## config.mk

```make
export PLATFORM = sky130hd
export DESIGN_NAME = htif_axi_bridge
export DESIGN_NICKNAME = d
export VERILOG_FILES = /design/src/verilog/htif_axi_pkg.sv /design/src/verilog/htif_reg_pkg.sv /design/src/verilog/host_fifo.sv /design/src/verilog/htif_write_port.sv /design/src/verilog/htif_read_port.sv /design/src/verilog/htif_axi_bridge.sv
export SDC_FILE = /design/constraint.sdc
export NUM_CORES = 2
export LEC_CHECK = 0
export BUFFER_PORTS_ARGS = -buffer_cell sky130_fd_sc_hd__buf_2
export CORE_MARGIN = 5
export CORE_UTILIZATION = 56
export CTS_BUF_LIST = sky130_fd_sc_hd__clkbuf_8 sky130_fd_sc_hd__clkbuf_16
export DETAILED_ROUTE_END_ITERATION = 10
export GPL_ROUTABILITY_DRIVEN = 0
export PLACE_DENSITY = 0.81
export SETUP_SLACK_MARGIN = 0.15
export SLEW_MARGIN = 10
export SYNTH_ARGS = -nofsm -noshare
export SYNTH_HDL_FRONTEND = slang
export SYNTH_SLANG_ARGS = --single-unit
```

## constraint.sdc

```tcl
create_clock -name host_clk -period 4.4 [get_ports host_clk]
set_clock_uncertainty 0.05 [all_clocks]
set_input_delay 0.22 -clock host_clk [delete_from_list [all_inputs] [get_ports host_clk]]
set_output_delay 0.22 -clock host_clk [all_outputs]
set_load 0.01 [all_outputs]
```

## src/verilog/htif_axi_pkg.sv

```systemverilog
package htif_axi_pkg;

  // one data word, same width on the bus and toward the target
  typedef logic [31:0] htif_word_t;

  // processor-side transaction id
  typedef logic [11:0] htif_axi_id_t;

  // aw and ar channels share one layout
  typedef struct packed {
    htif_axi_id_t id;
    logic [31:0]  addr;
  } htif_addr_req_t;

  // write data beat
  // strobe rides along but the bridge always takes the full word
  typedef struct packed {
    htif_word_t data;
    logic [3:0] strb;
  } htif_wr_beat_t;

  // read data beat, single beat so last is high on every one
  typedef struct packed {
    htif_axi_id_t id;
    htif_word_t   data;
    logic         last;
  } htif_rd_beat_t;

  // register index field inside the byte address
  // word aligned, 32 registers per direction
  localparam int HTIF_REG_LSB = 2;
  localparam int HTIF_REG_MSB = 6;

endpackage

```

## src/verilog/htif_reg_pkg.sv

```systemverilog
package htif_reg_pkg;

  // write side register map
  typedef enum logic [4:0] {
    WR_FIFO  = 5'd0,
    WR_RESET = 5'd31
  } htif_wr_reg_e;

  // read side register map
  typedef enum logic [4:0] {
    RD_COUNT = 5'd0,
    RD_FIFO  = 5'd1
  } htif_rd_reg_e;

  // write channel FSM
  typedef enum logic [1:0] {
    WR_IDLE,
    WR_WRITE,
    WR_ACK
  } htif_wr_state_e;

  // read channel FSM
  typedef enum logic {
    RD_IDLE,
    RD_READ
  } htif_rd_state_e;

endpackage

```

## src/verilog/host_fifo.sv

```systemverilog
`timescale 1ns/1ps

module host_fifo
  import htif_axi_pkg::*;
#(
  parameter int FIFO_DEPTH = 32
)
(
  input  logic                          host_clk,
  input  logic                          reset,
  input  logic                          push,
  input  htif_word_t                    push_data,
  output logic                          push_ready,
  input  logic                          pop,
  output htif_word_t                    pop_data,
  output logic                          pop_valid,
  output logic [$clog2(FIFO_DEPTH):0]   count
);

  localparam int PTR_W = $clog2(FIFO_DEPTH);
  localparam logic [PTR_W:0] FULL_COUNT = (PTR_W + 1)'(FIFO_DEPTH);

  htif_word_t       mem [FIFO_DEPTH];
  logic [PTR_W-1:0] wr_ptr_q;
  logic [PTR_W-1:0] rd_ptr_q;
  logic             empty_q;
  logic             full_q;
  logic [PTR_W:0]   count_q;
  logic             do_push;
  logic             do_pop;

  // requests outside the ready/valid window are dropped
  assign do_push = push && !full_q;
  assign do_pop  = pop && !empty_q;

  // storage only, no reset
  always_ff @(posedge host_clk)
  begin
    if (do_push)
      mem[wr_ptr_q] <= push_data;
  end

  always_ff @(posedge host_clk)
  begin
    if (reset)
    begin
      wr_ptr_q <= '0;
      rd_ptr_q <= '0;
      empty_q  <= 1'b1;
      full_q   <= 1'b0;
      count_q  <= '0;
    end
    else
    begin
      // pointers wrap naturally, depth is a power of two
      if (do_push)
        wr_ptr_q <= wr_ptr_q + 1'b1;
      if (do_pop)
        rd_ptr_q <= rd_ptr_q + 1'b1;
      // simultaneous push and pop leaves count and flags alone
      if (do_push && !do_pop)
      begin
        count_q <= count_q + 1'b1;
        empty_q <= 1'b0;
        full_q  <= (count_q == FULL_COUNT - 1'b1);
      end
      else if (do_pop && !do_push)
      begin
        count_q <= count_q - 1'b1;
        full_q  <= 1'b0;
        empty_q <= (count_q == 1);
      end
    end
  end

  assign push_ready = !full_q;
  assign pop_valid  = !empty_q;
  // head of queue shown whether popped or not
  assign pop_data   = mem[rd_ptr_q];
  assign count      = count_q;

  // occupancy bounded and flags consistent with it
  assert property (@(posedge host_clk) disable iff (reset)
    (count_q <= FULL_COUNT) && !(empty_q && full_q));

endmodule

```

## src/verilog/htif_write_port.sv

```systemverilog
`timescale 1ns/1ps

module htif_write_port
  import htif_axi_pkg::*;
  import htif_reg_pkg::*;
(
  input  logic           host_clk,
  input  logic           reset,
  input  htif_addr_req_t aw_req,
  input  logic           aw_valid,
  input  htif_wr_beat_t  w_beat,
  input  logic           w_valid,
  output logic           aw_ready,
  output logic           w_ready,
  output htif_axi_id_t   b_id,
  output logic           b_valid,
  input  logic           b_ready,
  input  logic           fifo_push_ready,
  output logic           fifo_push,
  output htif_word_t     fifo_push_data,
  output logic           target_reset
);

  htif_wr_state_e state_q;
  htif_wr_reg_e   wr_index_q;
  htif_axi_id_t   aw_id_q;
  htif_word_t     wr_data_q;
  logic           write_done;

  // fifo writes wait for room, everything else finishes at once
  always_comb
  begin
    case (wr_index_q)
      WR_FIFO: write_done = fifo_push_ready;
      default: write_done = 1'b1;
    endcase
  end

  always_ff @(posedge host_clk)
  begin
    if (reset)
    begin
      state_q <= WR_IDLE;
    end
    else
    begin
      case (state_q)
        WR_IDLE:
          if (aw_valid && w_valid)
            state_q <= WR_WRITE;
        WR_WRITE:
          if (write_done)
            state_q <= WR_ACK;
        WR_ACK:
          if (b_ready)
            state_q <= WR_IDLE;
        default: state_q <= WR_IDLE;
      endcase
    end
  end

  // address, id and data captured together
  always_ff @(posedge host_clk)
  begin
    if (state_q == WR_IDLE && aw_valid && w_valid)
    begin
      wr_index_q <= htif_wr_reg_e'(aw_req.addr[HTIF_REG_MSB:HTIF_REG_LSB]);
      aw_id_q    <= aw_req.id;
      wr_data_q  <= w_beat.data;
    end
  end

  // both channels accepted in the completing cycle
  assign aw_ready       = (state_q == WR_WRITE) && write_done;
  assign w_ready        = aw_ready;
  assign fifo_push      = aw_ready && (wr_index_q == WR_FIFO);
  assign fifo_push_data = wr_data_q;
  // one cycle pulse, WR_WRITE never lasts more than one cycle for this index
  assign target_reset   = aw_ready && (wr_index_q == WR_RESET);
  assign b_valid        = (state_q == WR_ACK);
  assign b_id           = aw_id_q;

  // reset pulse only right after a request to index 31 was taken
  assert property (@(posedge host_clk) disable iff (reset)
    target_reset |-> $past(state_q == WR_IDLE && aw_valid && w_valid &&
                           aw_req.addr[HTIF_REG_MSB:HTIF_REG_LSB] == WR_RESET));

  // response held until taken
  assert property (@(posedge host_clk) disable iff (reset)
    b_valid && !b_ready |=> b_valid && $stable(b_id));

endmodule

```

## src/verilog/htif_read_port.sv

```systemverilog
`timescale 1ns/1ps

module htif_read_port
  import htif_axi_pkg::*;
  import htif_reg_pkg::*;
#(
  parameter int FIFO_DEPTH = 32
)
(
  input  logic                          host_clk,
  input  logic                          reset,
  input  htif_addr_req_t                ar_req,
  input  logic                          ar_valid,
  output logic                          ar_ready,
  output htif_rd_beat_t                 r_beat,
  output logic                          r_valid,
  input  logic                          r_ready,
  output logic                          fifo_pop,
  input  htif_word_t                    fifo_pop_data,
  input  logic [$clog2(FIFO_DEPTH):0]   fifo_count
);

  htif_rd_state_e state_q;
  htif_rd_reg_e   rd_index_q;
  htif_axi_id_t   ar_id_q;

  always_ff @(posedge host_clk)
  begin
    if (reset)
      state_q <= RD_IDLE;
    else if (state_q == RD_IDLE && ar_valid)
      state_q <= RD_READ;
    else if (state_q == RD_READ && r_ready)
      state_q <= RD_IDLE;
  end

  // request fields taken in the accepting cycle
  always_ff @(posedge host_clk)
  begin
    if (state_q == RD_IDLE && ar_valid)
    begin
      rd_index_q <= htif_rd_reg_e'(ar_req.addr[HTIF_REG_MSB:HTIF_REG_LSB]);
      ar_id_q    <= ar_req.id;
    end
  end

  assign ar_ready = (state_q == RD_IDLE);
  assign r_valid  = (state_q == RD_READ);

  // count zero-extended, any other index shows the head
  assign r_beat.id   = ar_id_q;
  assign r_beat.data = (rd_index_q == RD_COUNT) ? htif_word_t'(fifo_count) : fifo_pop_data;
  assign r_beat.last = r_valid;

  // pop only once the data beat is accepted
  assign fifo_pop = r_valid && r_ready && (rd_index_q == RD_FIFO);

  // accepted request answered next cycle under its own id
  assert property (@(posedge host_clk) disable iff (reset)
    ar_valid && ar_ready |=> r_valid && (r_beat.id == $past(ar_req.id)));

endmodule

```

## src/verilog/htif_axi_bridge.sv

```systemverilog
`timescale 1ns/1ps

module htif_axi_bridge
  import htif_axi_pkg::*;
#(
  parameter int FIFO_DEPTH = 32
)
(
  input  logic           host_clk,
  input  logic           reset,
  // processor side
  input  htif_addr_req_t aw_req,
  input  logic           aw_valid,
  output logic           aw_ready,
  input  htif_wr_beat_t  w_beat,
  input  logic           w_valid,
  output logic           w_ready,
  output htif_axi_id_t   b_id,
  output logic           b_valid,
  input  logic           b_ready,
  input  htif_addr_req_t ar_req,
  input  logic           ar_valid,
  output logic           ar_ready,
  output htif_rd_beat_t  r_beat,
  output logic           r_valid,
  input  logic           r_ready,
  // target side
  output htif_word_t     host_in_bits,
  output logic           host_in_valid,
  input  logic           host_in_ready,
  input  htif_word_t     host_out_bits,
  input  logic           host_out_valid,
  output logic           host_out_ready,
  output logic           target_reset
);

  localparam int CNT_W = $clog2(FIFO_DEPTH) + 1;

  logic             in_push;
  logic             in_push_ready;
  htif_word_t       in_push_data;
  logic             out_pop;
  htif_word_t       out_pop_data;
  logic [CNT_W-1:0] out_count;

  htif_write_port u_write_port (
    .host_clk        (host_clk),
    .reset           (reset),
    .aw_req          (aw_req),
    .aw_valid        (aw_valid),
    .w_beat          (w_beat),
    .w_valid         (w_valid),
    .aw_ready        (aw_ready),
    .w_ready         (w_ready),
    .b_id            (b_id),
    .b_valid         (b_valid),
    .b_ready         (b_ready),
    .fifo_push_ready (in_push_ready),
    .fifo_push       (in_push),
    .fifo_push_data  (in_push_data),
    .target_reset    (target_reset)
  );

  // processor to target, target drains with host_in_ready
  host_fifo #(.FIFO_DEPTH(FIFO_DEPTH)) u_host_in_fifo (
    .host_clk   (host_clk),
    .reset      (reset),
    .push       (in_push),
    .push_data  (in_push_data),
    .push_ready (in_push_ready),
    .pop        (host_in_ready),
    .pop_data   (host_in_bits),
    .pop_valid  (host_in_valid),
    .count      ()
  );

  // target to processor, full queue drops host_out_ready
  host_fifo #(.FIFO_DEPTH(FIFO_DEPTH)) u_host_out_fifo (
    .host_clk   (host_clk),
    .reset      (reset),
    .push       (host_out_valid),
    .push_data  (host_out_bits),
    .push_ready (host_out_ready),
    .pop        (out_pop),
    .pop_data   (out_pop_data),
    .pop_valid  (),
    .count      (out_count)
  );

  htif_read_port #(.FIFO_DEPTH(FIFO_DEPTH)) u_read_port (
    .host_clk      (host_clk),
    .reset         (reset),
    .ar_req        (ar_req),
    .ar_valid      (ar_valid),
    .ar_ready      (ar_ready),
    .r_beat        (r_beat),
    .r_valid       (r_valid),
    .r_ready       (r_ready),
    .fifo_pop      (out_pop),
    .fifo_pop_data (out_pop_data),
    .fifo_count    (out_count)
  );

endmodule

```

==> metrics.txt <==
count of final hold-check violations 0; half-perimeter wire length after detailed placement 103,000 µm; min cycle time layout ~4 ns; H-tree depth 4; CP endpoint kind output port; Design Area, Final roughly 95,000 µm²; CTS tree yes; CP required 4.13 ns; min-delay worst type primary input to register; overall routing resource usage a little over a quarter; CTS Root Cell clkbuf_16; Yosys cell types 46; Pwr Density 438 nW/µm²; critical path fanouts, max 31; first-pass GRT wire length around 300,000 µm; antenna violations before repair 3; crit share post-route about 90%; status complete, no violations; clk buf depth 3; Pleak around 29 nW; Post-synth EDFFs between 2,000 and 2,500; Post-Synthesis Cell Area between 80,000 and 90,000 µm²; die width a little under 400 µm; Ys Warns 0; NumNets Final around 4,100; core area between 100,000 and 150,000 µm²; CTS clock-pin slew for the worst setup and hold paths 0.06 ns; Initial Utilization around 56%; CTS buffer count just over 200; Area Growth Syn to Fin 15.3%; ys async rst share 0%; final slew viol count 0; number of synthesized register bits 2,163; largest family of logic cells by synthesized area multiplexers; drt initial violations roughly 5,000; max_cap viols 0; kind of critical path register to output port; Fill cells between 8,000 and 9,000; Clock Latency Late Sink roughly 0.83 ns; Syn Area/Cell about 24 µm²; vias in the first global route between 40,000 and 50,000; CP arrival approximately 3.8 ns; Synth top area share 77.2%; Hold Slack ~0.043 ns; Post-Synthesis Cells roughly 3,500; mux cell area share after synthesis between 15 and 20%; Die ar. between 150,000 and 200,000 µm²; Final ANT Viol Nets 0; Tot Pwr about 42 mW; RSZ-0062 raised after global routing false; worst vdd ir 0.000567 V; dominant cell type by area after synthesis edfxtp_1; Via Count 40,100; # rows between 100 and 150; Synth Net Count roughly 3,700; FF+latch area 64,500 µm²; Seq/Total Area, Yosys about 80%; Via-to-Cell Ratio 6.63; final setup fails 0; TritonRoute pass-1 iters 6; post-CTS setup buffer count 0; ranking of synthesized cells by area edfxtp_1 77%, mux4_2 16%, mux2i_1 1.2%, dfxtp_1 1.2%, nor2_1 0.49%; Sum Neg Setup Slack 0 ns; multi-input logic area roughly 17,000 µm²; Placed Area ~87,000 µm²; Post-Route WL 205,000 µm; worst-margin pin slew about 1.2 ns; Primary FF master, synth edfxtp_1; Die H ~390 µm; GRT overflow 0; share of cells above drive strength 1 ~32%; I/O Pins roughly 260; average wire per cell in the routed design between 30 and 40 µm; Worst setup SP type register; IO buf count 203; post-synthesis xor/xnor area fraction less than 1%; max frequency 0.245 GHz; Synth Area in Simple Gates 1.14%; compound-gate portion of the synthesized area under 10%; Slew headroom a little over a fifth; TritonCTS Sinks about 2,200; Synth Area in Adders less than 1%; DRC viols 0; largest net degree at the start of global routing 108
[cells in the final DEF (no fill, tap or decap), drive strengths merged, types with 11 or more instances in the layout]
master and n:
a21oi 28, a221oi 12, a22o 12, a22oi 24, buf 330, bufinv 28
clkbuf 203, clkinv 90, clkinvlp 15, dfxtp 49, dlygate4sd3 111, edfxtp 2114
ha 19, inv 114, mux2 32, mux2i 101, mux4 580, nand2 25
nand4 11, nor2 108, o22ai 32, xor2 15
[state kept, by name, indices dropped and copies added (netlist names), 2 cells and up, named ones only]
signal,count
u_host_in_fifo.mem,1024
u_write_port.state_q,2
u_host_in_fifo.rd_ptr_q,5
u_host_out_fifo.wr_ptr_q,5
u_write_port.wr_index_q,5
u_host_out_fifo.mem,1024
u_write_port.fifo_push_data,32
u_host_out_fifo.rd_ptr_q,5
u_host_in_fifo.count,6
u_host_out_fifo.count,6
u_host_in_fifo.wr_ptr_q,5
u_read_port.rd_index_q,5
u_read_port.ar_id_q,12
u_write_port.b_id,12
[worst max-delay path: stages, from the launching register on]
cell	delay, ns
dfxtp_4	0.87
buf_4	0.55
mux4_2	0.60
mux4_2	0.48
inv_1	0.09
o22ai_1	0.14
buf_2	0.24
[synthesized netlist by cell type (5+ instances only)]
cell      count
dfxtp_1      49
a22o_1       12
nor2_1      108
edfxtp_1   2114
inv_1        68
o21ai_0       5
buf_4        20
buf_2        36
a22oi_1      24
nand2_1      24
mux2_2       32
nand3b_1      5
mux2i_1     101
clkbuf_1     82
nand4_1      11
buf_1        29
o22ai_1      32
ha_1         19
a221oi_1     12
a21oi_1      28
xor2_1       15
xnor2_1       8
buf_6        10
o41ai_1       6
mux4_2      580
nor2b_1       7
nor3_1        9
[cell type report]
class                           instances  share of cell area [%]
Sequential cell                      2163                    68.0
Multi-Input combinational cell       1075                    18.1
Clock buffer                          203                    5.36
Timing Repair Buffer                  441                    3.71
Tap cell                             1917                    2.53
Clock inverter                        179                    1.98
Inverter                               68                   0.269
Antenna cell                            1                 0.00264
[power by group]
group	switching (mW)	total [mW]	internal, mW
sequential	0.144	22.8	22.7
combinational	0.407	0.645	0.238
clock	7.94	18.1	10.2
[stage by stage]
step / util (%) / setup slack (ns) / std cells
after global routing: 65.0 / 0.169 / 6046
after CTS: 65.0 / 0.258 / 6046
after floorplan: - / 0.888 / 3484
after global placement: 59.5 / 1.12 / 5553
final: 65.0 / 0.318 / 6047
after detailed placement: 59.5 / 1.01 / 5553
[repair_timing]
item,4_1_cts,5_1_grt
hold buffers,111,0
resized for setup,0,0
hold endpoints to repair,1155,0
endpoints found under the setup margin,0,0
[kinds of logic (layout without fill, tap and decap cells)]
kind of cell               Yosys count  after routing
AOI/OAI and AO/OA                  124            124
xor gates and xnor gates            23             23
adders and majority gates           19             19
buffers and inverters              246            891
DFF                               2163           2163
muxes                              713            713
other                                0              1
and+or+nand+nor                    196            196
[routing by layer]
layer	GRT usage (%)	vias up	wire (µm)
met5	0	-	13
met4	10.3	2	8470
met3	5.01	492	18200
met2	47.7	2806	110000
met1	32.8	21100	68000
li1	-	15700	-
[worst paths after layout]
path              depth (start not counted)              startpoint                              end  slack, ns
hold / removal                            2              w_beat[35]  u_write_port.fifo_push_data[31]       0.04
setup reg to reg                          4  u_host_out_fifo.full_q      u_host_out_fifo.mem[12][14]       1.05
hold reg to reg                           2  u_host_out_fifo.full_q           u_host_out_fifo.full_q       0.47
setup / recovery                          6                register                       r_beat[27]       0.32
No activity file was read; power rests on OpenSTA's default activity.
